## src/hw/axi_bus_pkg.sv

```systemverilog
`default_nettype none

package axi_bus_pkg;

  ////////////////////
  // channel field widths
  ////////////////////

  // byte address on both address channels
  typedef logic [48:0]  axi_addr_t;
  // one 128-bit data beat
  typedef logic [127:0] axi_data_t;
  // one strobe bit per data byte
  typedef logic [15:0]  axi_strb_t;
  // beats in burst minus one
  typedef logic [7:0]   axi_len_t;
  // log2 of bytes per beat
  typedef logic [2:0]   axi_size_t;
  // FIXED / INCR / WRAP
  typedef logic [1:0]   axi_burst_t;

  // incrementing burst
  localparam axi_burst_t AXI_BURST_INCR = 2'd1;
  // 16 bytes per beat, full bus width
  localparam axi_size_t  AXI_SIZE_16B   = 3'd4;
  // byte count of one beat, used for the frame stride
  localparam int unsigned AXI_BEAT_BYTES = 16;

endpackage

`default_nettype wire

```

## src/hw/frame_pkg.sv

```systemverilog
`default_nettype none

package frame_pkg;

  // free running cycle counters
  typedef logic [63:0] cycle_t;
  // frame slot within one round
  typedef logic [7:0]  frame_idx_t;
  // beat position inside a burst
  typedef logic [7:0]  beat_idx_t;
  // low half of the doorbell word
  typedef logic [63:0] poll_word_t;

  // last-seen doorbell value after reset
  localparam poll_word_t DOORBELL_INIT = 64'hdeadbeff;

  ////////////////////
  // sequencer states
  ////////////////////

  // burst writer
  typedef enum logic [2:0] {
    W_IDLE, W_ADDR, W_DATA, W_BEAT_WAIT, W_RESP, W_HOLD
  } write_state_t;

  // doorbell reader, only active in W_HOLD
  typedef enum logic [1:0] {
    P_IDLE, P_ADDR, P_RREADY, P_DATA
  } poll_state_t;

endpackage

`default_nettype wire

```

## src/hw/frame_beat_path.sv

```systemverilog
`timescale 1ns/1ps
`default_nettype none

module frame_beat_path #(
  parameter int unsigned BEATS_PER_FRAME = 13
) (
  input  logic                      s_axi_aclk,
  input  logic                      s_axi_aresetn,
  input  logic                      en,
  input  logic [BEATS_PER_FRAME*$bits(axi_bus_pkg::axi_data_t)-1:0] frame_data,
  input  logic                      load_frame,
  input  logic                      shift_beat,
  output axi_bus_pkg::axi_data_t    s_axi_wdata,
  output logic                      beat_last
);

  import axi_bus_pkg::*;
  import frame_pkg::*;

  localparam int unsigned FRAME_BITS = BEATS_PER_FRAME * $bits(axi_data_t);

  // remaining beats, lowest slice goes out first
  logic [FRAME_BITS-1:0] frame_reg;
  beat_idx_t             beat_cnt;

  ////////////////////
  // frame shifter
  ////////////////////

  always_ff @(posedge s_axi_aclk) begin
    if (load_frame) begin
      frame_reg <= frame_data;
    end else if (shift_beat) begin
      frame_reg <= frame_reg >> $bits(axi_data_t);
    end
  end

  // beat position, restarts with every frame
  always_ff @(posedge s_axi_aclk) begin
    if (!s_axi_aresetn || !en) begin
      beat_cnt <= '0;
    end else if (load_frame) begin
      beat_cnt <= '0;
    end else if (shift_beat) begin
      beat_cnt <= beat_cnt + 1'b1;
    end
  end

  assign s_axi_wdata = frame_reg[$bits(axi_data_t)-1:0];
  // presented beat is the final one of the burst
  assign beat_last   = (beat_cnt == beat_idx_t'(BEATS_PER_FRAME - 1));

endmodule

`default_nettype wire

```

## config.mk

```make
export PLATFORM = sky130hd
export DESIGN_NAME = frame_beat_path
export DESIGN_NICKNAME = d
export VERILOG_FILES = /design/src/hw/axi_bus_pkg.sv /design/src/hw/frame_pkg.sv /design/src/hw/frame_beat_path.sv
export SDC_FILE = /design/constraint.sdc
export NUM_CORES = 2
export LEC_CHECK = 0
export BUFFER_PORTS_ARGS = -buffer_cell sky130_fd_sc_hd__buf_2
export CORE_AREA = 4 4 694 696
export DETAILED_ROUTE_END_ITERATION = 8
export DIE_AREA = 0 0 698 700
export SYNTH_ARGS = -nofsm -noshare
export SYNTH_HDL_FRONTEND = slang
export SYNTH_SLANG_ARGS = --single-unit
```

## constraint.sdc

```tcl
create_clock -name s_axi_aclk -period 36.3 [get_ports s_axi_aclk]
set_input_delay 5.445 -clock s_axi_aclk [delete_from_list [all_inputs] [get_ports s_axi_aclk]]
set_output_delay 5.445 -clock s_axi_aclk [all_outputs]
set_load 0.005 [all_outputs]
```

==> results.sh <==
export IMPL_outcome="finished clean"
export IMPL_vdd_drop_max_mv=0.03457
export IMPL_ios=1798
export IMPL_portBuffers=1797
export IMPL_crit_fanout=82
export IMPL_p_total_w=0.005111
export IMPL_synth_main_ff_cell="edfxtp_1"
export IMPL_final_cells=11974
export IMPL_grt_usage=0.1323
export IMPL_hold_violations=0
export IMPL_drive_gt1_frac=0.6584
export IMPL_maxSlewViolCount=0
export IMPL_synth_top_area_cell="edfxtp_1"
export IMPL_cts_hold_buf=0
export IMPL_r2r_slack_ns=34.62
export IMPL_die_x_um=698
export IMPL_drt_initial_drc_count=5446
export IMPL_overflow=0
export IMPL_post_route_period_util=0.3291
export IMPL_synth_fp_nets=5353
export IMPL_vias_per_cell=3.522
export IMPL_insertion_delay_ns=0.92
export IMPL_h_tree_depth=4
export IMPL_synth_top_area_frac=0.6774
export IMPL_finalCriticalPeriod_ns=11.95
export IMPL_initial_core_util=0.1555
export IMPL_numCtsBuffers=203
export IMPL_area_delta_synth_final_pct=29.30
export IMPL_antenna_found_initial=350
export IMPL_cts_tree="built"
export IMPL_pwr_density_cell_mw_per_mm2=53.58
export IMPL_clk_path_buf_depth=4
export IMPL_synth_seq_cells=1672
export IMPL_hold_path_class="reg -> reg"
export IMPL_path_clk_slew_ns=0.08
export IMPL_worstMarginPinSlew_ns=1.239
export IMPL_synth_most_common_cell="edfxtp_1"
export IMPL_synthTopCellsByCount="1,664 x edfxtp_1, 836 x mux2_2, 700 x mux2_4"
export IMPL_gp_congestion=0.9422
export IMPL_totalWireLength_mm=340.8
export IMPL_root_buffer="clkbuf_16"
export IMPL_skew_ns=0.07914
export IMPL_arrival_ns=12.44
export IMPL_slew_headroom=0.1741
export IMPL_ff2ff_path_depth=1
export IMPL_cts_resized=0
export IMPL_ys_warn_count=0
export IMPL_synth_edf_count=1664
export IMPL_drc_errors=0
export IMPL_postCtsSetupRepairBufs=0
export IMPL_drv_cap=0
export IMPL_crit_path_end_kind="flip-flop"
export IMPL_via_count=42173
export IMPL_tns_ns=0
export IMPL_design_area_mm2=0.09538
export IMPL_syn_avg_cell_area_um2=20.03
export IMPL_final_net_count=7094
export IMPL_rows=253
export IMPL_yosys_top_cells_area="edfxtp_1 68%, mux2_4 14%, mux2_2 13%"
export IMPL_synth_area_mm2=0.07377
export IMPL_grt_pass1_wl_mm=423.1
export IMPL_synth_cell_types=27
export IMPL_p_leak_nw=37.13
export IMPL_clkSinkCount=1672
export IMPL_wl_per_cell_um=28.46
export IMPL_rsz0062_at_grt="false"
export IMPL_critPathRequiredTime_ns=36.79
export IMPL_dp_hpwl_mm=281.8
export IMPL_hold_depth=1
export IMPL_largest_reg_flops=1664
export IMPL_max_freq_ghz=0.08370
export IMPL_path_class="in -> reg"
export IMPL_seq_area_frac_synth=0.6795
export IMPL_grt_max_degree=169
export IMPL_die_height_um=700
export IMPL_first_pass_iters=5
export IMPL_finalSetupViolCount=0
export IMPL_synthCells=3682
export IMPL_die_area_mm2=0.4886
export IMPL_core_mm2=0.4745
export IMPL_startpoint_type="primary input"
export IMPL_dpl_cell_area_mm2=0.08834
export IMPL_async_flop_share=0
export IMPL_drtAntennaViolNets=0
export IMPL_grt_pass1_vias=40982
export IMPL_dp_cells=11465
-- per-layer routing --
metal / part of all wire / global-route usage
met1: 0.45 / 0.1848
met2: 0.41 / 0.1881
met3: 0.11 / 0.05145
met4: 0.029 / 0.03517
met5: 0.0021 / 0
-- cells in the final DEF (no fill, tap or decap), drive strengths merged, types with 2 or more instances in the layout --
cell / Yosys / layout
clkinvlp: 0 / 9
dfxtp: 8 / 8
buf: 300 / 1849
nand4: 3 / 3
inv: 2 / 16
nor2: 5 / 5
o21ai: 3 / 3
xor2: 3 / 3
edfxtp: 1664 / 1664
or3: 3 / 3
nand2: 3 / 3
clkbuf: 13 / 253
clkinv: 0 / 77
and2: 128 / 128
ha: 2 / 2
mux2: 1536 / 1536
bufinv: 0 / 18
a21oi: 3 / 3
diode: 0 / 138
-- kinds of logic (layout without fill, tap and decap cells) --
group / Yosys count / count (layout) / synth area share
AO/OA/AOI/OAI: 6 / 6 / 0.0004070
XOR/XNOR: 4 / 4 / 0.0004750
adder cells (fa/ha/maj): 2 / 2 / 0.0003392
buffers and inverters: 315 / 2222 / 0.03659
flip-flops: 1672 / 1672 / 0.6795
multiplexers: 1537 / 1537 / 0.2702
other: 0 / 138 / 0
AND/OR/NAND/NOR: 146 / 146 / 0.01242
-- per-stage QoR --
stage / utilization / setup WS [ns] / hold WS, ns
after global placement: 0.1862 / 23.51 / 0.4808
after CTS: 0.2003 / 24.46 / 0.4884
after detailed placement: 0.1862 / 23.43 / 0.4898
final: 0.2010 / 24.35 / 0.4716
after global routing: 0.2004 / 24.02 / 0.5066
after floorplan: - / 9.257 / 0.4577
-- power breakdown --
group / switching [W] / total (W) / leakage, nW / internal [W]
combinational: 0.000229 / 0.000511 / 16.8 / 0.000282
sequential: 0.000150 / 0.00253 / 17.1 / 0.00238
clock: 0.000886 / 0.00207 / 3.22 / 0.00119
-- worst max-delay path, stage by stage --
cell and delay, ns:
buf_12 0.36, or2_4 0.75, buf_4 0.62, buf_4 0.66
buf_4 0.66, buf_4 0.87, buf_4 0.85, buf_4 0.82
buf_4 0.93
-- layout make-up --
class | instances | area [um2]
Fill cell | 50568 | 379100
Sequential cell | 1672 | 50130
Multi-Input combinational cell | 1695 | 20940
Timing Repair Buffer | 1849 | 9449
Tap cell | 6247 | 7816
Clock buffer | 253 | 5350
Clock inverter | 118 | 1340
Antenna cell | 138 | 345.3
Inverter | 2 | 7.507
-- worst paths after layout --
kind                   start        endpoint
max               load_frame   frame_reg[60]
min reg2reg  frame_reg[1030]  frame_reg[902]
min          frame_reg[1030]  frame_reg[902]
max reg2reg   frame_reg[481]  frame_reg[353]
(Power assumes the default switching activity.)
