$ cat src/hw/frame_pkg.sv
`default_nettype none

package frame_pkg;

  // free running cycle counters
  typedef logic [63:0] cycle_t;
  // frame slot within one round
  typedef logic [7:0]  frame_idx_t;
  // beat position inside a burst
  typedef logic [7:0]  beat_idx_t;
  // low half of the doorbell word
  typedef logic [63:0] poll_word_t;

  // last-seen doorbell value after reset
  localparam poll_word_t DOORBELL_INIT = 64'hdeadbeff;

  ////////////////////
  // sequencer states
  ////////////////////

  // burst writer
  typedef enum logic [2:0] {
    W_IDLE, W_ADDR, W_DATA, W_BEAT_WAIT, W_RESP, W_HOLD
  } write_state_t;

  // doorbell reader, only active in W_HOLD
  typedef enum logic [1:0] {
    P_IDLE, P_ADDR, P_RREADY, P_DATA
  } poll_state_t;

endpackage

`default_nettype wire

$ cat src/hw/frame_sequencer.sv
`timescale 1ns/1ps
`default_nettype none

module frame_sequencer (
  input  logic s_axi_aclk,
  input  logic s_axi_aresetn,
  input  logic en,
  input  logic frame_valid,
  input  logic frames_left,
  input  logic beat_last,
  input  logic word_changed,
  input  logic s_axi_awready,
  input  logic s_axi_wready,
  input  logic s_axi_bvalid,
  input  logic s_axi_arready,
  input  logic s_axi_rvalid,
  output logic load_frame,
  output logic shift_beat,
  output logic next_frame,
  output logic wrap_frames,
  output logic sample_word,
  output logic s_axi_awvalid,
  output logic s_axi_wvalid,
  output logic s_axi_wlast,
  output logic s_axi_bready,
  output logic s_axi_arvalid,
  output logic s_axi_rready,
  output logic frame_ack
);

  import frame_pkg::*;

  write_state_t w_state;
  poll_state_t  p_state;

  logic start_frame;
  logic aw_hs;
  logic w_hs;
  logic b_hs;
  logic ar_hs;
  logic r_hs;

  // channel handshakes
  assign aw_hs = s_axi_awvalid && s_axi_awready;
  assign w_hs  = s_axi_wvalid && s_axi_wready;
  assign b_hs  = s_axi_bvalid && s_axi_bready;
  assign ar_hs = s_axi_arvalid && s_axi_arready;
  assign r_hs  = s_axi_rvalid && s_axi_rready;

  // new frame accepted while slots remain
  assign start_frame = (w_state == W_IDLE) && frame_valid && frames_left;

  // strobes to the datapaths
  assign load_frame  = start_frame;
  // address is registered on the same edge awvalid rises
  assign next_frame  = start_frame;
  assign shift_beat  = w_hs;
  // rready is only high in P_DATA
  assign sample_word = r_hs;
  assign wrap_frames = (w_state == W_HOLD) && r_hs && word_changed;

  ////////////////////
  // write machine
  ////////////////////

  always_ff @(posedge s_axi_aclk) begin
    if (!s_axi_aresetn || !en) begin
      w_state       <= W_IDLE;
      s_axi_awvalid <= 1'b0;
      s_axi_wvalid  <= 1'b0;
      s_axi_wlast   <= 1'b0;
      s_axi_bready  <= 1'b0;
      frame_ack     <= 1'b0;
    end else begin
      // ack is a single cycle pulse
      frame_ack <= 1'b0;
      case (w_state)
        W_IDLE: begin
          if (start_frame) begin
            s_axi_awvalid <= 1'b1;
            w_state       <= W_ADDR;
          end
        end
        W_ADDR: begin
          if (aw_hs) begin
            s_axi_awvalid <= 1'b0;
            w_state       <= W_DATA;
          end
        end
        W_DATA: begin
          // present next beat, bready goes up with the last one
          s_axi_wvalid <= 1'b1;
          s_axi_wlast  <= beat_last;
          s_axi_bready <= beat_last;
          w_state      <= W_BEAT_WAIT;
        end
        W_BEAT_WAIT: begin
          if (w_hs) begin
            s_axi_wvalid <= 1'b0;
            s_axi_wlast  <= 1'b0;
            w_state      <= s_axi_wlast ? W_RESP : W_DATA;
          end
        end
        W_RESP: begin
          if (b_hs) begin
            s_axi_bready <= 1'b0;
            if (frames_left) begin
              frame_ack <= 1'b1;
              w_state   <= W_IDLE;
            end else begin
              w_state <= W_HOLD;
            end
          end
        end
        W_HOLD: begin
          // doorbell moved, start the next round
          if (wrap_frames) begin
            frame_ack <= 1'b1;
            w_state   <= W_IDLE;
          end
        end
        default: w_state <= W_IDLE;
      endcase
    end
  end

  ////////////////////
  // poll machine
  ////////////////////

  always_ff @(posedge s_axi_aclk) begin
    if (!s_axi_aresetn || !en) begin
      p_state       <= P_IDLE;
      s_axi_arvalid <= 1'b0;
      s_axi_rready  <= 1'b0;
    end else begin
      case (p_state)
        P_IDLE: begin
          // only poll once the round is used up
          if (w_state == W_HOLD) begin
            s_axi_arvalid <= 1'b1;
            p_state       <= P_ADDR;
          end
        end
        P_ADDR: begin
          if (ar_hs) begin
            s_axi_arvalid <= 1'b0;
            p_state       <= P_RREADY;
          end
        end
        P_RREADY: begin
          s_axi_rready <= 1'b1;
          p_state      <= P_DATA;
        end
        P_DATA: begin
          // unchanged word re-reads from idle
          if (r_hs) begin
            s_axi_rready <= 1'b0;
            p_state      <= P_IDLE;
          end
        end
        default: p_state <= P_IDLE;
      endcase
    end
  end

endmodule

`default_nettype wire

$ cat config.mk
export PLATFORM = sky130hd
export DESIGN_NAME = frame_sequencer
export DESIGN_NICKNAME = d
export VERILOG_FILES = /design/src/hw/frame_pkg.sv /design/src/hw/frame_sequencer.sv
export SDC_FILE = /design/constraint.sdc
export NUM_CORES = 1
export LEC_CHECK = 0
export BUFFER_PORTS_ARGS = -buffer_cell sky130_fd_sc_hd__buf_2
export CAP_MARGIN = 0
export CORE_ASPECT_RATIO = 0.7
export CORE_UTILIZATION = 25
export CTS_CLUSTER_SIZE = 25
export DETAILED_ROUTE_END_ITERATION = 8
export PLACE_DENSITY_LB_ADDON = 0.08
export SLEW_MARGIN = 20
export SYNTH_ARGS = -nofsm -noshare
export SYNTH_HDL_FRONTEND = slang
export SYNTH_SLANG_ARGS = --single-unit
$ cat constraint.sdc
create_clock -name s_axi_aclk -period 2.1 [get_ports s_axi_aclk]
set_input_delay 0.21 -clock s_axi_aclk [delete_from_list [all_inputs] [get_ports s_axi_aclk]]
set_output_delay 0.21 -clock s_axi_aclk [all_outputs]
set_load 0.02 [all_outputs]
==> qor.yml <==
power_and_ir_drop:
  irDropWorstVdd_mv: 0.2987
  combPwrFrac_pct: 10.6
  p_leak_nw: 0.4422
  power_density_nw_per_um2: 593.4
  p_clk_share_pct: 46.1
  p_int_uw: 421.2
  switching_share_pct: 23.34
  seqPwrFrac_pct: 43.4
  p_sw_uw: 128.2
setup_path:
  cp_max_fo: 15
  crit_end: "next_frame"
  cp.arrival_ns: 1.45
  max_stage_delay_ns: 0.46
  r2r-start: "w_state[2]$_SDFFE_PP0P_"
  reg2reg_to: "p_state[1]$_SDFFE_PP0P_"
  worstSetupPathType: "reg2out"
  critPathRequiredTime_ns: 1.89
  endpoint_kind: "output port"
  reg2reg_setup_slack_ns: 0.47
  startpoint_type: "register"
  startpoint: "w_state[2]$_SDFFE_PP0P_"
  slowest_stage: "dfxtp_1"
  r2r_cells: 5
  crit_chain: "nand3b_1, nor3_1, buf_2"
clock_network:
  cts_root_buf: "clkbuf_8"
  clk_pin_slew_ns: 0.06
  cts_tree: "done"
  post_cts_buffers: 0
  clkLatencyLatePin_ns: 0.24
  cts_max_path_buffers: 2
  cts_buffers: 3
  cts_resized: 0
  htree_levels: 1
  cts.sinks: 12
  cts_hold_buf: 0
final_layout:
  stdcell_count: 155
  fin_util_pct: 33.04
  nets: 137
  fillCellCount: 320
  final_layout_size_suffix_gt1_share_pct: 26.89
  syn_to_final_growth_pct: 25.21
  multi_input_area_sq_um: 447.9
  antenna_cells: 0
  register_area_sq_um: 240.2
floorplan:
  die-area_sq_um: 3183
  initial_utilization_pct: 26.38
  ios: 24
  die_y_um: 47.50
  die_w_um: 67.01
  core_sq_um: 2803
  rows: 16
sta:
  hold_viol: 0
  clock.fmax_mhz: 603.9
  fin_tns_setup_ns: 0
  min_period_ns: 1.656
  finClkSkew_ns: 0.003344
  period_share_pct: 78.86
  slew_headroom_pct: 65.67
  rsz0062_at_grt: "false"
  hold-worst-slack_ns: 0.2166
  setup_violations: 0
  worst_pin_slew_ns: 0.5143
  drv_slew: 0
logic_synthesis:
  synth_area_leaders: "dfxtp_1 (32%), nor2_1 (8.6%), ha_1 (8.5%)"
  ys_seq_area_share_pct: 32.49
  synth_seq_cells: 12
  syn-mean-instance-area_sq_um: 7.623
  syn_area_sq_um: 739.5
  synthCells: 97
  synth.largest_area_cell: "dfxtp_1"
  synth_nets: 114
  synth.top_cell.area_share_pct: 32.49
  synth.distinct_cells: 30
  ys_warn_count: 0
detailed_routing:
  wl_per_cell_um: 11.74
  drc: 0
  avgViaCountPerCell: 4.781
  drt_iter0_drc: 36
  drtAntennaViolNets: 0
  routed_wl_mm: 1.820
  num_vias: 741
  drtPass1Iterations: 4
grt:
  grt_pass1_vias: 613
  grt_first_pass_wirelength_mm: 2.939
  grt.overflow.total: 0
  grt.total_usage_pct: 12.93
  grt_max_degree: 18
  grt_antenna_before_repair: 0
min_path:
  hp-class: "in2reg"
place:
  dp_hpwl_mm: 1.384
  gp_congestion: 0.7819
  place_inst: 151
  port_buffers: 23
status:
  status: "finished, final reports clean"
job:
  max_cap_violations: 0
-- layout make-up --
cell class | count | share of cell area (%)
clock buffers | 4 | 5.946
well taps | 36 | 4.865
flip-flops and latches | 12 | 25.95
repair buffers | 24 | 13.24
inverters | 4 | 1.622
multi-input cells | 75 | 48.38
-- per-layer routing --
| metal | GRT usage (%) | up-vias | wire [um] |
|---|---|---|---|
| met5 | 0 | - | 0 |
| met4 | 3.830 | 0 | 0 |
| met3 | 5.000 | 0 | 145 |
| met2 | 17.20 | 19 | 719 |
| met1 | 18.81 | 339 | 954 |
| li1 | - | 383 | - |
-- worst min path at each step --
stage / cells past startpoint / endpoint / startpoint
CTS: 3 / w_state[0]$_SDFFE_PP0P_ / en
global route: 3 / w_state[0]$_SDFFE_PP0P_ / en
detailed placement: 3 / s_axi_wlast$_SDFFE_PP0P_ / beat_last
floorplan: 2 / w_state[0]$_SDFFE_PP0P_ / en
finish: 3 / w_state[0]$_SDFFE_PP0P_ / en
global placement: 3 / s_axi_wlast$_SDFFE_PP0P_ / beat_last
-- critical path: cells and delay by family (launching register included) --
| family | cells | cell delay, ns |
|---|---|---|
| AND/OR/NAND/NOR | 2 | 0.52 |
| flip-flops | 1 | 0.46 |
| buffers and inverters | 1 | 0.23 |
-- flip-flops by register name (all words and copies together) (netlist names) --
name and cells:
s_axi_wvalid 1, frame_ack 1, s_axi_bready 1, s_axi_arvalid 1, p_state 2, s_axi_rready 1
s_axi_awvalid 1, s_axi_wlast 1, w_state 3
-- layout by cell type (no fill, tap or decap), types with 2 or more instances in the layout --
master     n
ha_1       5
nor2b_1    2
a21oi_1   10
nor2_1    17
a211oi_1   2
nand2_1   10
nand3_1    4
o21ai_0    4
dfxtp_1   12
buf_2     23
nand2b_1   2
inv_1      4
a31oi_1    2
nor3_1     4
clkbuf_8   4
-- through the flow --
step	worst slack [ns]	total power, mW	area, sq um
2_1_floorplan	0.3788	0.2793	739.5
3_3_place_gp	0.5096	0.3013	870.8
3_5_place_dp	0.4755	0.3012	870.8
4_1_cts	0.4236	0.5594	925.9
5_1_grt	0.2773	0.5785	925.9
6_report	0.4440	0.5494	925.9
-- synthesized netlist by cell type, drive strengths merged --
cell / count
a222oi: 1
buf: 4
a211o: 1
dfxtp: 12
clkbuf: 2
and4bb: 1
a41oi: 1
nor4b: 1
a31o: 2
nand2: 10
a21oi: 10
nand3: 4
nor2: 17
or2b: 1
nor2b: 2
and2: 1
ha: 5
nand2b: 2
nand3b: 2
o21ai: 6
nor3: 4
a31oi: 2
inv: 4
a211oi: 2
-- power by group through the flow --
| stage | Sequential [mW] | Combinational (mW) | Clock [mW] |
|---|---|---|---|
| after detailed placement | 0.243 | 0.0582 | 0 |
| after CTS | 0.238 | 0.0584 | 0.263 |
| after global routing | 0.239 | 0.0654 | 0.274 |
| after global placement | 0.243 | 0.0584 | 0 |
| after floorplan | 0.240 | 0.0391 | 0 |
| final | 0.238 | 0.0581 | 0.253 |
-- logic make-up (layout without fill, tap and decap cells) --
group	after synthesis	in the layout	synth area share [%]
flip-flops	12	12	32.49
AO/OA/AOI/OAI	25	25	21.15
buffers and inverters	10	32	6.938
AND/OR/NAND/NOR	45	45	30.97
adder cells (fa/ha/maj)	5	5	8.460
Power figures use the tool's default switching activity.
