--- src/hw/axi_bus_pkg.sv ---
`default_nettype none

package axi_bus_pkg;

  ////////////////////
  // channel field widths
  ////////////////////

  // byte address on both address channels
  typedef logic [48:0]  axi_addr_t;
  // one 128-bit data beat
  typedef logic [127:0] axi_data_t;
  // one strobe bit per data byte
  typedef logic [15:0]  axi_strb_t;
  // beats in burst minus one
  typedef logic [7:0]   axi_len_t;
  // log2 of bytes per beat
  typedef logic [2:0]   axi_size_t;
  // FIXED / INCR / WRAP
  typedef logic [1:0]   axi_burst_t;

  // incrementing burst
  localparam axi_burst_t AXI_BURST_INCR = 2'd1;
  // 16 bytes per beat, full bus width
  localparam axi_size_t  AXI_SIZE_16B   = 3'd4;
  // byte count of one beat, used for the frame stride
  localparam int unsigned AXI_BEAT_BYTES = 16;

endpackage

`default_nettype wire

--- src/hw/frame_pkg.sv ---
`default_nettype none

package frame_pkg;

  // free running cycle counters
  typedef logic [63:0] cycle_t;
  // frame slot within one round
  typedef logic [7:0]  frame_idx_t;
  // beat position inside a burst
  typedef logic [7:0]  beat_idx_t;
  // low half of the doorbell word
  typedef logic [63:0] poll_word_t;

  // last-seen doorbell value after reset
  localparam poll_word_t DOORBELL_INIT = 64'hdeadbeff;

  ////////////////////
  // sequencer states
  ////////////////////

  // burst writer
  typedef enum logic [2:0] {
    W_IDLE, W_ADDR, W_DATA, W_BEAT_WAIT, W_RESP, W_HOLD
  } write_state_t;

  // doorbell reader, only active in W_HOLD
  typedef enum logic [1:0] {
    P_IDLE, P_ADDR, P_RREADY, P_DATA
  } poll_state_t;

endpackage

`default_nettype wire

--- src/hw/doorbell_tracker.sv ---
`timescale 1ns/1ps
`default_nettype none

module doorbell_tracker (
  input  logic                   s_axi_aclk,
  input  logic                   s_axi_aresetn,
  input  logic                   en,
  input  axi_bus_pkg::axi_data_t s_axi_rdata,
  input  logic                   sample_word,
  output logic                   word_changed
);

  import frame_pkg::*;

  // low half of the last doorbell value seen
  poll_word_t last_word;

  // compare straight off the read bus
  assign word_changed = (s_axi_rdata[$bits(poll_word_t)-1:0] != last_word);

  always_ff @(posedge s_axi_aclk) begin
    if (!s_axi_aresetn || !en) begin
      last_word <= DOORBELL_INIT;
    end else if (sample_word && word_changed) begin
      last_word <= s_axi_rdata[$bits(poll_word_t)-1:0];
    end
  end

endmodule

`default_nettype wire

--- config.mk ---
export PLATFORM = sky130hd
export DESIGN_NAME = doorbell_tracker
export DESIGN_NICKNAME = d
export VERILOG_FILES = /design/src/hw/axi_bus_pkg.sv /design/src/hw/frame_pkg.sv /design/src/hw/doorbell_tracker.sv
export SDC_FILE = /design/constraint.sdc
export NUM_CORES = 1
export LEC_CHECK = 0
export CELL_PAD_IN_SITES_DETAIL_PLACEMENT = 0
export CELL_PAD_IN_SITES_GLOBAL_PLACEMENT = 1
export CORE_MARGIN = 2
export CORE_UTILIZATION = 48
export CTS_CLUSTER_SIZE = 8
export DETAILED_ROUTE_END_ITERATION = 10
export DONT_BUFFER_PORTS = 1
export MAX_ROUTING_LAYER = met4
export PLACE_DENSITY = 0.87
export SLEW_MARGIN = 20
export SYNTH_ARGS = -nofsm -noshare
export SYNTH_HDL_FRONTEND = slang
export SYNTH_SLANG_ARGS = --single-unit
--- constraint.sdc ---
create_clock -name s_axi_aclk -period 2.43 [get_ports s_axi_aclk]
set_input_delay 0.486 -clock s_axi_aclk [delete_from_list [all_inputs] [get_ports s_axi_aclk]]
set_output_delay 0.486 -clock s_axi_aclk [all_outputs]
set_load 0.02 [all_outputs]
==> results of run 1 <==
logic make-up after synthesis:
| group | count (synthesis) | synth area share, % |
|---|---|---|
| DFF | 64 | 40.51 |
| and+or+nand+nor | 111 | 19.42 |
| xor gates and xnor gates | 64 | 17.72 |
| AOI/OAI and AO/OA | 103 | 16.30 |
| buffers and inverters | 39 | 6.052 |
cells in the mapped netlist:
library cell   n
dfxtp_1       64
nand3_1       64
o21ai_0       64
xnor2_1       64
nand4_1       41
a21oi_1       39
clkbuf_1      20
buf_2         12
nor4_1         4
buf_6          3
buf_4          2
and4_1         1
clkinv_1       1
inv_1          1
nand2_1        1
area by class of cell:
type	count	area share, %
clock inverters	2	1.761
multi-input cells	278	50.22
repair buffers	7	2.274
clock buffers	14	5.062
well taps	77	2.825
flip-flops and latches	64	37.56
inverters	2	0.2935
how the worst max path moves through the flow:
| stage | start | endpoint | slack (ps) |
|---|---|---|---|
| 2_1_floorplan | s_axi_rdata[18] | word_changed | 440 |
| 3_3_place_gp | s_axi_rdata[40] | last_word[7] | 120 |
| 3_5_place_dp | s_axi_rdata[40] | last_word[31] | 80 |
| 4_1_cts | last_word[41] | word_changed | 40 |
| 5_1_grt | last_word[61] | word_changed | 2 |
| 6_report | last_word[40] | word_changed | 100 |
metal layers:
layer,track usage [%],vias up,routed length (µm)
met4,9.235,0,60
met5,-,-,0
met1,31.95,1295,3533
met2,38.28,89,4113
met3,6.031,6,722
li1,-,1334,-
report_power, final:
group / leakage (µW) / switching [µW] / internal [µW]
Clock: 0.000117 / 403 / 663
Sequential: 0.000523 / 22.9 / 1090
Combinational: 0.000438 / 92.7 / 107
Total: 0.00108 / 518 / 1860
stage by stage:
step | power (µW) | instances | cell area (µm²) | setup slack (ps) | hold WS, ps
2_1_floorplan | 1316 | 381 | 3163 | 441.8 | 466.2
3_3_place_gp | 1327 | 428 | 3153 | 119.7 | 471.9
3_5_place_dp | 1333 | 428 | 3153 | 84.39 | 478.7
4_1_cts | 2397 | 444 | 3396 | 36.54 | 208.2
5_1_grt | 2473 | 444 | 3411 | 2.500 | 211.1
6_report | 2376 | 444 | 3411 | 95.09 | 216.5
timing repair:
item,4_1_cts,5_1_grt
gates resized for setup,2,4
hold endpoints to repair,0,0
setup buffers,0,0
endpoints found under the setup margin,1,1
==> results_dict.tcl, run 1 <==
set metrics [dict create \
    yosys.area.top_type_share_pct 40.51 \
    netlist_area_mm2 0.003163 \
    clkTransAtPathRegs_ps 70 \
    seqCellArea_mm2 0.001281 \
    maxCapViolCount 0 \
    fmax_mhz 428.3 \
    yosysUniqueCellTypes 15 \
    final_antenna_net_count 0 \
    nets 494 \
    die_w_um 85.18 \
    timing.rr.start "last_word[40]" \
    regMostFlops "last_word" \
    final_cell_mix "64 x nand3_1, 64 x o21ai_0, 64 x dfxtp_1" \
    synth_warnings 0 \
    min_period_over_period_pct 96.09 \
    cpPeakStageDelay_ps 360 \
    crit_type "register to output pin" \
    min_path_cells 1 \
    portBuffers 0 \
    ys_seq_elements 64 \
    whs_endpoint "last_word[2]" \
    numCtsBuffers 9 \
    cts_hold_buffers 0 \
    drive_gt1_share_pct 7.084 \
    dieArea_mm2 0.007255 \
    largest_reg_flops 64 \
    tritoncts "built" \
    path_cells "xnor2_2 -> nand4_1 -> nor4_1 -> and4_4 -> inv_4" \
    overflow 0 \
    tightest_slew_ps 693.4 \
    finalSetupTns_ps 0 \
    crit_required_ps 1940 \
    status "complete, no violations" \
    root_buffer "clkbuf_8" \
    cp_num_buf_inv 1 \
    relSlewSlack_pct 53.66 \
    reg2reg_depth 7 \
    worstPathArrival_ps 1850 \
    crit_family "simple AND/OR/NAND/NOR gates" \
    grt_use_total_pct 24.93 \
    path_depth 5 \
    fp.dieH_um 85.18 \
    netlist_instances 381 \
    hpwl_um 5475 \
    dr.pass1.iters 4 \
    timing.rr.end "last_word[50]" \
    p_leak_uw 0.001078 \
    grt_max_degree 66 \
    drv_slew 0 \
    multi_input_area_mm2 0.001713 \
    place_congestion 0.7648 \
    grt_pass1_wl_um 13770 \
    drc 0 \
    yosysTopAreaCell "dfxtp_1" \
    vias 2724 \
    critical_path_peak_fanout 22 \
    grt_pass1_vias 2751 \
    drt_iter0_markers 298 \
    fill_cells 589 \
    seq_area_frac_synth_pct 40.51 \
    core_area_mm2 0.006350 \
    antenna_cells 0 \
    via_per_inst 6.135 \
    finClkSkew_ps 9.011 \
    setup_viol 0 \
    hp-class "input pin to register" \
    ios 133 \
    clock_latency_ps 340 \
    p_per_area_mw_per_mm2 696.6 \
    ir_drop_uv 460.5 \
    hold_viol_final 0 \
    grt_antenna_before_repair 0 \
    hp-start "en" \
    fin_util_pct 53.71 \
    reg_top3 "last_word x64" \
    areaGrowthSynthToFinish_pct 7.832 \
    synth_nets 513 \
    rows 29 \
    rsz0062_at_grt "false" \
    yosys-top-cells-area "dfxtp_1 41%, xnor2_1 18%, nand3_1 10%" \
    fin_crit_ps 2335 \
    h-tree-depth 3 \
    start_util_pct 49.81 \
    setup.worst_path.end_class "output pin" \
    cp-start-kind "register" \
    cpMaxStageDelayCell "nor4_1" \
    wl_um 8428 \
    rrSetupSlack_ps 340 \
    wl_per_cell_um 18.98 \
    clockBufferDepth 2 \
    clock_sinks 64 \
    syn_avg_cell_area_um2 8.302 \
]
Note: power is estimated with default switching activity, not from simulation.
==> inputs of run 2 (changes only) <==
BUFFER_PORTS_ARGS = -buffer_cell sky130_fd_sc_hd__buf_2   (was unset)
CAP_MARGIN = 25   (was unset)
CORE_UTILIZATION = 37   (was 48)
DONT_BUFFER_PORTS = unset   (was 1)
PLACE_DENSITY = 0.89   (was 0.87)
RECOVER_POWER = 100   (was unset)
==> run 2 against run 1 <==
Global-route usage fell by 5.5 points. Count of clock-buffer cells in the layout fell by 2. Fmax fell by 1.1%. Combinational power rose by 58%. Clock skew fell by 2.5 ps. Register-to-register slack got worse by 100 ps. Wire length rose by 3.7%. Final area rose by 11%. Sequential cell count did not move. Largest cell class unchanged.
==> results_dict.tcl, run 2 (synthesis gave the netlist of run 1 again) <==
set metrics [dict create \
    min_path_cells 3 \
    clock_sinks 64 \
    grt_max_degree 65 \
    rows 33 \
    crit_family "simple AND/OR/NAND/NOR gates" \
    hp-start "s_axi_rdata[26]" \
    vias 3009 \
    holdWs_ps 412.3 \
    reg2reg_depth 8 \
    dieArea_mm2 0.009305 \
    rsz0062_at_grt "false" \
    whs_endpoint "last_word[26]" \
    core_area_mm2 0.008258 \
    relSlewSlack_pct 53.57 \
    grt_use_total_pct 19.45 \
    portBuffers 68 \
    crit_required_ps 1940 \
    cpMaxStageDelayCell "nor4_1" \
    root_buffer "clkbuf_8" \
    dpl_worst_slack_ps 0.8598 \
    finalSetupTns_ps 0 \
    drive_gt1_share_pct 22.88 \
    crit_type "register to output pin" \
    cp_num_buf_inv 2 \
    fp.dieH_um 96.46 \
    final_cells 543 \
    p_leak_uw 0.001353 \
    cpPeakStageDelay_ps 350 \
    regMostFlops "last_word" \
    rrSetupSlack_ps 240 \
    wl_um 8740 \
    tritoncts "built" \
    drv_slew 0 \
    setup.worst_path.end_class "output pin" \
    areaGrowthSynthToFinish_pct 19.58 \
    finalInstanceArea_mm2 0.003782 \
    clock_latency_ps 340 \
    final_cell_mix "68 x buf_2, 64 x nand3_1, 64 x o21ai_0" \
    place_area_mm2 0.003543 \
    ios 133 \
    timing.rr.end "last_word[4]" \
    overflow 0 \
    mostFrequentLayoutCell "buf_2" \
    place_congestion 0.7664 \
    die_w_um 96.46 \
    tightest_slew_ps 696.5 \
    critical_path_peak_fanout 3 \
    status "complete, no violations" \
    numCtsBuffers 9 \
    final_antenna_net_count 0 \
    nets 565 \
    clockBufferDepth 2 \
    maxCapViolCount 0 \
    grt_pass1_wl_um 13280 \
    hp-class "input pin to register" \
    reg_top3 "last_word x64" \
    path_cells "xnor2_1 -> nand4_1 -> nor4_1 -> and4_1 -> inv_2 -> buf_2" \
    largest_reg_flops 64 \
    wl_per_cell_um 16.10 \
    min_period_over_period_pct 97.12 \
    grt_antenna_before_repair 1 \
    drc 0 \
    hold_viol_final 0 \
    dr.pass1.iters 4 \
    cp-start-kind "register" \
    h-tree-depth 3 \
    setup_viol 0 \
    fmax_mhz 423.7 \
    hpwl_um 5605 \
    start_util_pct 38.30 \
    timing.rr.start "last_word[41]" \
    grt_pass1_vias 2756 \
    fin_ws_ps 69.91 \
    drt_iter0_markers 244 \
    clkTransAtPathRegs_ps 70 \
    placed_cells 526 \
    ir_drop_uv 387.6 \
    fin_crit_ps 2360 \
    worstPathArrival_ps 1870 \
    finClkSkew_ps 6.483 \
    via_per_inst 5.541 \
    p_per_area_mw_per_mm2 626.4 \
]
==> run 2: per-stage QoR <==
| stage | total power, µW | util [%] |
|---|---|---|
| final | 2369 | 45.80 |
| after global routing | 2478 | 45.80 |
| after CTS | 2388 | 45.56 |
| after detailed placement | 1444 | 42.91 |
| after global placement | 1435 | 42.91 |
| after floorplan | 1316 | - |
==> run 2: worst max path at each step <==
stage | cells after the start | endpoint | startpoint
after floorplan | 7 | word_changed | s_axi_rdata[18]
after global placement | 7 | word_changed | s_axi_rdata[40]
after detailed placement | 7 | word_changed | s_axi_rdata[40]
after CTS | 6 | word_changed | last_word[28]
after global routing | 6 | word_changed | last_word[38]
final | 6 | word_changed | last_word[41]
==> run 2: power breakdown <==
group	internal [µW]	switching [µW]
combinational	147	169
sequential	1090	22.9
clock	549	395
total	1780	587
==> run 2: area by class of cell <==
cell class / count / area (µm²)
fill: 821 / 4476
multi-input combinational: 278 / 1725
sequential: 64 / 1282
timing repair buffer: 78 / 427.9
clock buffer: 12 / 165.2
tap: 105 / 131.4
clock inverter: 3 / 40.04
inverter: 2 / 7.507
antenna: 1 / 2.502
==> run 2: worst min-delay path, cell delays in order <==
cell and delay [ps]:
buf_2 100, nand3_1 60, nand4_1 80
==> run 2: repair_timing <==
item,CTS,global route
hold buffers,0,0
pin swaps,0,4
endpoints found under the hold margin,0,0
resized for setup,2,4
setup endpoints to repair,1,1
buffers inserted,0,1
==> run 2: routing by layer <==
metal  vias up  wire length, µm  track usage [%]  part of all wire (%)
met4         0              102            5.986                   1.2
li1       1473                -                -                     -
met3        10              666            6.439                   7.6
met5         -                0                -                     0
met2       105             4235            30.21                    48
met1      1421             3736            24.09                    43
