<file path="src/hw/axi_bus_pkg.sv">
`default_nettype none

package axi_bus_pkg;

  ////////////////////
  // channel field widths
  ////////////////////

  // byte address on both address channels
  typedef logic [48:0]  axi_addr_t;
  // one 128-bit data beat
  typedef logic [127:0] axi_data_t;
  // one strobe bit per data byte
  typedef logic [15:0]  axi_strb_t;
  // beats in burst minus one
  typedef logic [7:0]   axi_len_t;
  // log2 of bytes per beat
  typedef logic [2:0]   axi_size_t;
  // FIXED / INCR / WRAP
  typedef logic [1:0]   axi_burst_t;

  // incrementing burst
  localparam axi_burst_t AXI_BURST_INCR = 2'd1;
  // 16 bytes per beat, full bus width
  localparam axi_size_t  AXI_SIZE_16B   = 3'd4;
  // byte count of one beat, used for the frame stride
  localparam int unsigned AXI_BEAT_BYTES = 16;

endpackage

`default_nettype wire

</file>
<file path="src/hw/frame_pkg.sv">
`default_nettype none

package frame_pkg;

  // free running cycle counters
  typedef logic [63:0] cycle_t;
  // frame slot within one round
  typedef logic [7:0]  frame_idx_t;
  // beat position inside a burst
  typedef logic [7:0]  beat_idx_t;
  // low half of the doorbell word
  typedef logic [63:0] poll_word_t;

  // last-seen doorbell value after reset
  localparam poll_word_t DOORBELL_INIT = 64'hdeadbeff;

  ////////////////////
  // sequencer states
  ////////////////////

  // burst writer
  typedef enum logic [2:0] {
    W_IDLE, W_ADDR, W_DATA, W_BEAT_WAIT, W_RESP, W_HOLD
  } write_state_t;

  // doorbell reader, only active in W_HOLD
  typedef enum logic [1:0] {
    P_IDLE, P_ADDR, P_RREADY, P_DATA
  } poll_state_t;

endpackage

`default_nettype wire

</file>
<file path="src/hw/frame_addr_gen.sv">
`timescale 1ns/1ps
`default_nettype none

module frame_addr_gen #(
  parameter int unsigned           FRAME_COUNT     = 19,
  parameter int unsigned           BEATS_PER_FRAME = 13,
  parameter axi_bus_pkg::axi_addr_t BASE_ADDR      = '0
) (
  input  logic                   s_axi_aclk,
  input  logic                   s_axi_aresetn,
  input  logic                   en,
  input  logic                   next_frame,
  input  logic                   wrap_frames,
  output axi_bus_pkg::axi_addr_t s_axi_awaddr,
  output logic                   frames_left
);

  import axi_bus_pkg::*;
  import frame_pkg::*;

  // one frame in bytes, 208 for 13 beats
  localparam axi_addr_t STRIDE = axi_addr_t'(BEATS_PER_FRAME * AXI_BEAT_BYTES);

  frame_idx_t frame_idx;

  // address latched from the old index as it advances
  always_ff @(posedge s_axi_aclk) begin
    if (!s_axi_aresetn || !en) begin
      frame_idx    <= '0;
      s_axi_awaddr <= '0;
    end else if (wrap_frames) begin
      frame_idx <= '0;
    end else if (next_frame) begin
      s_axi_awaddr <= BASE_ADDR + axi_addr_t'(frame_idx) * STRIDE;
      frame_idx    <= frame_idx + 1'b1;
    end
  end

  assign frames_left = (frame_idx < frame_idx_t'(FRAME_COUNT));

endmodule

`default_nettype wire

</file>
<file path="config.mk">
export PLATFORM = sky130hd
export DESIGN_NAME = frame_addr_gen
export DESIGN_NICKNAME = d
export VERILOG_FILES = /design/src/hw/axi_bus_pkg.sv /design/src/hw/frame_pkg.sv /design/src/hw/frame_addr_gen.sv
export SDC_FILE = /design/constraint.sdc
export NUM_CORES = 1
export LEC_CHECK = 0
export ABC_AREA = 0
export BUFFER_PORTS_ARGS = -buffer_cell sky130_fd_sc_hd__buf_2
export CAP_MARGIN = 20
export CELL_PAD_IN_SITES_DETAIL_PLACEMENT = 1
export CELL_PAD_IN_SITES_GLOBAL_PLACEMENT = 1
export CORE_MARGIN = 2
export CORE_UTILIZATION = 30
export DETAILED_ROUTE_END_ITERATION = 8
export PLACE_DENSITY = 0.77
export SLEW_MARGIN = 20
export SYNTH_ARGS = -nofsm -noshare
export SYNTH_HDL_FRONTEND = slang
export SYNTH_SLANG_ARGS = --single-unit
</file>
<file path="constraint.sdc">
create_clock -name s_axi_aclk -period 3.59 [get_ports s_axi_aclk]
set_clock_uncertainty 0.15 [all_clocks]
set_input_delay 0.359 -clock s_axi_aclk [delete_from_list [all_inputs] [get_ports s_axi_aclk]]
set_output_delay 0.359 -clock s_axi_aclk [all_outputs]
set_load 0.03 [all_outputs]
</file>
==> results.sh, run 1 <==
export IMPL_synth_largest_area_cell="dfxtp_1"
export IMPL_seq_area_frac_synth_pct=22.7
export IMPL_drive_above_1_share_pct=11.4
export IMPL_cts_sinks=20
export IMPL_layout_min_cycle_time_ns=2.99
export IMPL_placed_cells=288
export IMPL_synthCells=205
export IMPL_min_delay_start="s_axi_awaddr[5]"
export IMPL_gr_total_overflow=0
export IMPL_vias=1276
export IMPL_cts_post_setup_buffers_inserted=0
export IMPL_finalWorstSetupSlack_ns=0.599
export IMPL_r2r_slack_ns=0.60
export IMPL_seqCellArea_sq_um=400
export IMPL_hold_buffers=0
export IMPL_end_kind="register"
export IMPL_clk_pin_slew_ns=0.08
export IMPL_ctsResizeCount=0
export IMPL_max_stage_delay_ns=0.46
export IMPL_synth_area_leaders="dfxtp_1, ha_1, buf_4"
export IMPL_area_growth_syn_to_layout_pct=3.69
export IMPL_crit_family="compound AO/OA/AOI/OAI gates"
export IMPL_antenna_found_initial=0
export IMPL_drc=0
export IMPL_core_sq_um=5610
export IMPL_cp_max_fo=6
export IMPL_ys_warn_count=0
export IMPL_post_place_ws_ns=0.588
export IMPL_dr_pass1_iters=4
export IMPL_fin_crit_sh_pct=83.3
export IMPL_path_class="reg -> reg"
export IMPL_gp_congestion=0.767
export IMPL_hold_violations=0
export IMPL_clk_path_buf_depth=2
export IMPL_grt_pass1_wl_mm=5.80
export IMPL_postLayoutCoreUtil_pct=32.6
export IMPL_cts_tree="yes"
export IMPL_cts_root_buf="clkbuf_8"
export IMPL_routed_wl_mm=3.57
export IMPL_cts_buffers=3
export IMPL_antennaDiodeCount=0
export IMPL_initial_utilization_pct=31.5
export IMPL_cp_start_kind="register"
export IMPL_ant_nets=0
export IMPL_power_uw=476
export IMPL_status="finished clean"
export IMPL_tightest_slew_ns=0.566
export IMPL_max_cap_violations=0
export IMPL_powerDensity_nw_per_um2=260
export IMPL_stdcell_count=292
export IMPL_io_buffers=17
export IMPL_die_area_sq_um=6510
export IMPL_synth_seq_cells=20
export IMPL_timing_critical_path_mode_cell="ha_1"
export IMPL_hold_depth=2
export IMPL_critPathSlowestCell="dfxtp_1"
export IMPL_rsz0062_at_grt="false"
export IMPL_grt_max_degree=17
export IMPL_wire_per_inst_um=12.2
export IMPL_h_tree_depth=1
export IMPL_slew_viol_final=0
export IMPL_insertion_delay_ns=0.26
export IMPL_crit_required_ns=3.61
export IMPL_worst_path_buf_inv=1
export IMPL_synth_area_sq_um=1760
export IMPL_ios=55
export IMPL_dieWidth_um=80.7
export IMPL_slew_limit_headroom_pct=62.2
export IMPL_place_area_sq_um=1770
export IMPL_final_area_sq_um=1830
export IMPL_clock_fmax_ghz=0.334
export IMPL_setup_violations=0
export IMPL_multiInputGateArea_sq_um=1160
export IMPL_fin_nets=259
export IMPL_yosysUniqueCellTypes=40
export IMPL_arrival_ns=3.01
export IMPL_initialDrtViolationCount=17
export IMPL_tns_ns=0
export IMPL_min_to="s_axi_awaddr[5]"
export IMPL_path_cells="inv_1 -> ha_1 -> xnor2_1 -> ha_1 -> a21o_1 -> ha_1 -> a21oi_1 -> o211ai_1 -> a31o_1 -> a21o_1"
export IMPL_hpwl_mm=2.96
export IMPL_crit_start="frame_idx[5]"
export IMPL_r2r_end="s_axi_awaddr[14]"
export IMPL_num_fill_cells=723
export IMPL_min_path_type="reg -> reg"
export IMPL_ir_worst_vdd_mv=0.143
export IMPL_grt_pass1_vias=1239
export IMPL_ff2ff_path_depth=10
export IMPL_grtUsageTotal_pct=11.4
export IMPL_synth_top_area_share_pct=22.7
export IMPL_leakage_nw=0.942
export IMPL_r2r_start="frame_idx[5]"
export IMPL_core_rowCount=27
export IMPL_holdWs_ns=0.307
export IMPL_die_y_um=80.7
export IMPL_via_per_inst=4.37
export IMPL_syn_avg_cell_area_sq_um=8.61
[kinds of logic (layout without fill, tap and decap cells)]
family	count (synthesis)	count (layout)	share of synthesized area [%]
fa+ha+maj	33	33	24.3
mux	1	1	0.567
other cells	1	37	0.213
flops	20	20	22.7
buf+inv	51	30	18.9
xor+xnor	12	12	5.96
simple gates	53	53	14.3
compound gates	34	34	13.0
[state kept, by name (all words and copies together) (netlist names)]
register,count
frame_idx,8
s_axi_awaddr,12
[cell type report]
cell class,count,area share (%)
clock buffer,4,3.01
inverter,9,1.85
multi-input combinational,170,63.7
sequential,20,21.9
tap,72,4.92
timing repair buffer,17,4.65
[worst min-delay path, delay by kind of cell (launching register included)]
family / cells / cell delay [ns]
flops: 1 / 0.31
simple gates: 1 / 0.05
compound gates: 1 / 0.05
[routing by layer]
layer  vias to the layer above  part of all wire [%]  track usage (%)
li1                        647                     -                -
met1                       596                    47             15.1
met2                        29                    49             19.6
met3                         4                   3.4             1.35
met4                         0                  0.84             3.05
met5                         -                     0                0
[cells in the final DEF, fill, tap and decap left out, types with 6 or more instances in the layout]
cell and instances:
buf_2 17, conb_1 37, ha_1 31, inv_1 9, nand2_1 16, a21o_1 6
dfxtp_1 20, nor2_1 15, xnor2_1 8, a21oi_1 12
[Yosys cell counts]
cell type / instances
nand2b_1: 4
a31oi_1: 1
or2_2: 1
or3_1: 1
o31ai_1: 1
o21ai_0: 2
a31oi_2: 1
nor3b_1: 1
inv_1: 9
o211ai_1: 2
dfxtp_1: 20
and3_1: 1
or4_1: 1
a21oi_1: 12
or2_1: 1
a21boi_1: 1
clkbuf_1: 2
nand2_1: 16
xnor2_1: 8
and2b_1: 1
fa_1: 2
ha_1: 31
a211oi_2: 1
a211o_2: 1
nand4_1: 3
nor3_1: 1
a21boi_0: 1
xor2_1: 4
nor4b_1: 1
buf_2: 3
nor2_1: 15
buf_4: 37
nand3_1: 5
and2_1: 1
a21o_1: 6
o21ai_1: 1
conb_1: 1
mux2i_1: 1
a31o_1: 1
a211oi_1: 3
[report_power, final]
part,leakage [nW],internal (mW),switching (mW)
Sequential,0.161,0.223,0.00107
Clock,0.0288,0.0978,0.0813
Combinational,0.752,0.00599,0.0665
[worst max path at each step]
stage               slack, ns  depth (start not counted)               end
floorplan                1.00                         10  s_axi_awaddr[14]
finish                   0.60                         10  s_axi_awaddr[14]
detailed placement       0.59                         10  s_axi_awaddr[14]
global placement         0.63                         10  s_axi_awaddr[14]
CTS                      0.58                         10  s_axi_awaddr[14]
global route             0.39                         10  s_axi_awaddr[14]
Power figures use the tool's default switching activity.
==> run 2: changes to the inputs <==
--- a/config.mk
+++ b/config.mk
@@ -13,7 +13,7 @@
 export CORE_MARGIN = 2
 export CORE_UTILIZATION = 30
 export DETAILED_ROUTE_END_ITERATION = 8
-export PLACE_DENSITY = 0.77
+export PLACE_DENSITY = 0.8
 export SLEW_MARGIN = 20
 export SYNTH_ARGS = -nofsm -noshare
 export SYNTH_HDL_FRONTEND = slang
==> constraint.sdc (replaced) <==
create_clock -name s_axi_aclk -period 2.45 [get_ports s_axi_aclk]
set_clock_uncertainty 0.15 [all_clocks]
set_input_delay 0.245 -clock s_axi_aclk [delete_from_list [all_inputs] [get_ports s_axi_aclk]]
set_output_delay 0.245 -clock s_axi_aclk [all_outputs]
set_load 0.03 [all_outputs]
==> results.sh, run 2 (synthesis results as in run 1) <==
export IMPL_end_kind="register"
export IMPL_power_uw=789
export IMPL_cp_max_fo=5
export IMPL_dieWidth_um=80.7
export IMPL_die_y_um=80.7
export IMPL_grt_pass1_vias=1573
export IMPL_fin_crit_sh_pct=104
export IMPL_place_area_sq_um=2010
export IMPL_ir_worst_vdd_mv=0.180
export IMPL_drive_above_1_share_pct=37.3
export IMPL_gr_total_overflow=0
export IMPL_slew_limit_headroom_pct=62.2
export IMPL_area_growth_syn_to_layout_pct=33.8
export IMPL_p_comb_share_pct=14.4
export IMPL_wire_per_inst_um=16.7
export IMPL_cts_buffers=3
export IMPL_ios=55
export IMPL_sw_frac_of_total_pct=29.8
export IMPL_grt_max_degree=17
export IMPL_critPathSlowestCell="dfxtp_4"
export IMPL_cts_root_buf="clkbuf_8"
export IMPL_status="complete, but fails checks"
export IMPL_p_int_uw=554
export IMPL_vias=1461
export IMPL_final_common_cell="conb_1"
export IMPL_routed_wl_mm=5.35
export IMPL_largest_reg_flops=12
export IMPL_antenna_found_initial=0
export IMPL_final_area_sq_um=2360
export IMPL_grt_pass1_wl_mm=8.02
export IMPL_crit_required_ns=2.49
export IMPL_fin_nets=288
export IMPL_insertion_delay_ns=0.28
export IMPL_worst_path_buf_inv=0
export IMPL_ant_nets=0
export IMPL_clk_path_buf_depth=2
export IMPL_num_fill_cells=682
export IMPL_tightest_slew_ns=0.568
export IMPL_violations="negative setup slack"
export IMPL_switching_power_uw=235
export IMPL_p_clk_share_pct=44.5
export IMPL_initialDrtViolationCount=33
export IMPL_path_cells="ha_1 -> xor2_2 -> ha_1 -> ha_4 -> o211ai_1 -> a21o_1 -> a31oi_4 -> xnor2_2 -> a211oi_2"
export IMPL_grtUsageTotal_pct=16.6
export IMPL_cts_tree="yes"
export IMPL_max_stage_delay_ns=0.39
export IMPL_mostFrequentLayoutCells="conb_1, buf_4, ha_1, buf_2, nand2_1"
export IMPL_clock_fmax_ghz=0.393
export IMPL_antennaDiodeCount=0
export IMPL_rsz0062_at_grt="true"
export IMPL_core_sq_um=5610
export IMPL_regMostFlops="s_axi_awaddr"
export IMPL_slew_viol_final=0
export IMPL_dr_pass1_iters=4
export IMPL_timing_critical_path_mode_cell="ha_1"
export IMPL_reg_top3="s_axi_awaddr: 12 flops, frame_idx: 8 flops"
export IMPL_hold_violations=0
export IMPL_crit_family="adder cells"
export IMPL_min_path_type="in -> reg"
export IMPL_cp_start_kind="register"
export IMPL_path_class="reg -> reg"
export IMPL_hold_buffers=0
export IMPL_leakage_nw=1.09
export IMPL_layout_min_cycle_time_ns=2.55
export IMPL_powerDensity_nw_per_um2=334
export IMPL_cts_sinks=20
export IMPL_stdcell_count=321
export IMPL_drc=0
export IMPL_setup_violations=6
export IMPL_arrival_ns=2.59
export IMPL_via_per_inst=4.55
export IMPL_placed_cells=313
export IMPL_gp_congestion=0.846
export IMPL_hpwl_mm=3.36
export IMPL_pwr_share_seq_pct=41.1
export IMPL_die_area_sq_um=6510
export IMPL_clk_pin_slew_ns=0.09
export IMPL_postLayoutCoreUtil_pct=42.1
export IMPL_finalWorstSetupSlack_ns=-0.0963
export IMPL_holdWs_ns=0.227
export IMPL_max_cap_violations=0
export IMPL_initial_utilization_pct=31.5
export IMPL_h_tree_depth=1
export IMPL_io_buffers=17
export IMPL_core_rowCount=27
## run 2: cell types whose count changed in the layout (fill, tap and decap cells not counted), sizes merged
cell,change
buf,+29
bufinv,+1
clkbuf,-1
## run 2: final timing paths
check | start | endpoint | slack, ns | cells past startpoint
max reg2reg | frame_idx[2] | s_axi_awaddr[15] | -0.1 | 9
min reg2reg | s_axi_awaddr[10] | s_axi_awaddr[10] | 0.30 | 2
min | next_frame | frame_idx[0] | 0.23 | 3
max | frame_idx[2] | s_axi_awaddr[15] | -0.1 | 9
## run 2: worst reg2reg max path: stages (launching register included)
cell and delay [ns]:
dfxtp_4 0.39, ha_1 0.26, xor2_2 0.21, ha_1 0.32
ha_4 0.28, o211ai_1 0.19, a21o_1 0.20, a31oi_4 0.11
xnor2_2 0.14, a211oi_2 0.20
## run 2: what timing repair did
action | CTS | global route
pin swaps | 11 | 10
setup buffers | 3 | 1
endpoints found under the setup margin | 6 | 6
resized for setup | 19 | 20
## run 2: metal layers
metal  up-vias  track usage, %  part of all wire [%]
li1        701               -                     -
met1       718            17.8                    38
met2        33            31.8                    56
met3         9            3.15                   3.6
met4         0            5.76                   2.0
met5         -               0                     0
## run 2: cell type report
cell class,count,area (sq um),share of cell area (%)
clock buffers,3,41.3,1.75
flip-flops and latches,20,419,17.8
multi-input cells,170,1430,60.8
clock inverters,1,30.0,1.27
well taps,72,90.1,3.82
inverters,9,38.8,1.64
repair buffers,46,307,13.0
## run 2: power groups by stage
| stage | logic, mW | clock network (mW) | registers [mW] |
|---|---|---|---|
| 6_report | 0.114 | 0.351 | 0.324 |
| 5_1_grt | 0.121 | 0.372 | 0.324 |
| 4_1_cts | 0.110 | 0.351 | 0.324 |
| 3_5_place_dp | 0.108 | 0 | 0.333 |
| 3_3_place_gp | 0.107 | 0 | 0.333 |
| 2_1_floorplan | 0.140 | 0 | 0.336 |
## run 2: stage by stage
stage / setup TNS [ns] / setup slack (ns)
finish: -0.302 / -0.0963
global route: -0.805 / -0.199
CTS: -0.276 / -0.0649
detailed placement: -0.515 / -0.130
global placement: -0.291 / -0.0718
floorplan: 0 / 0.00562
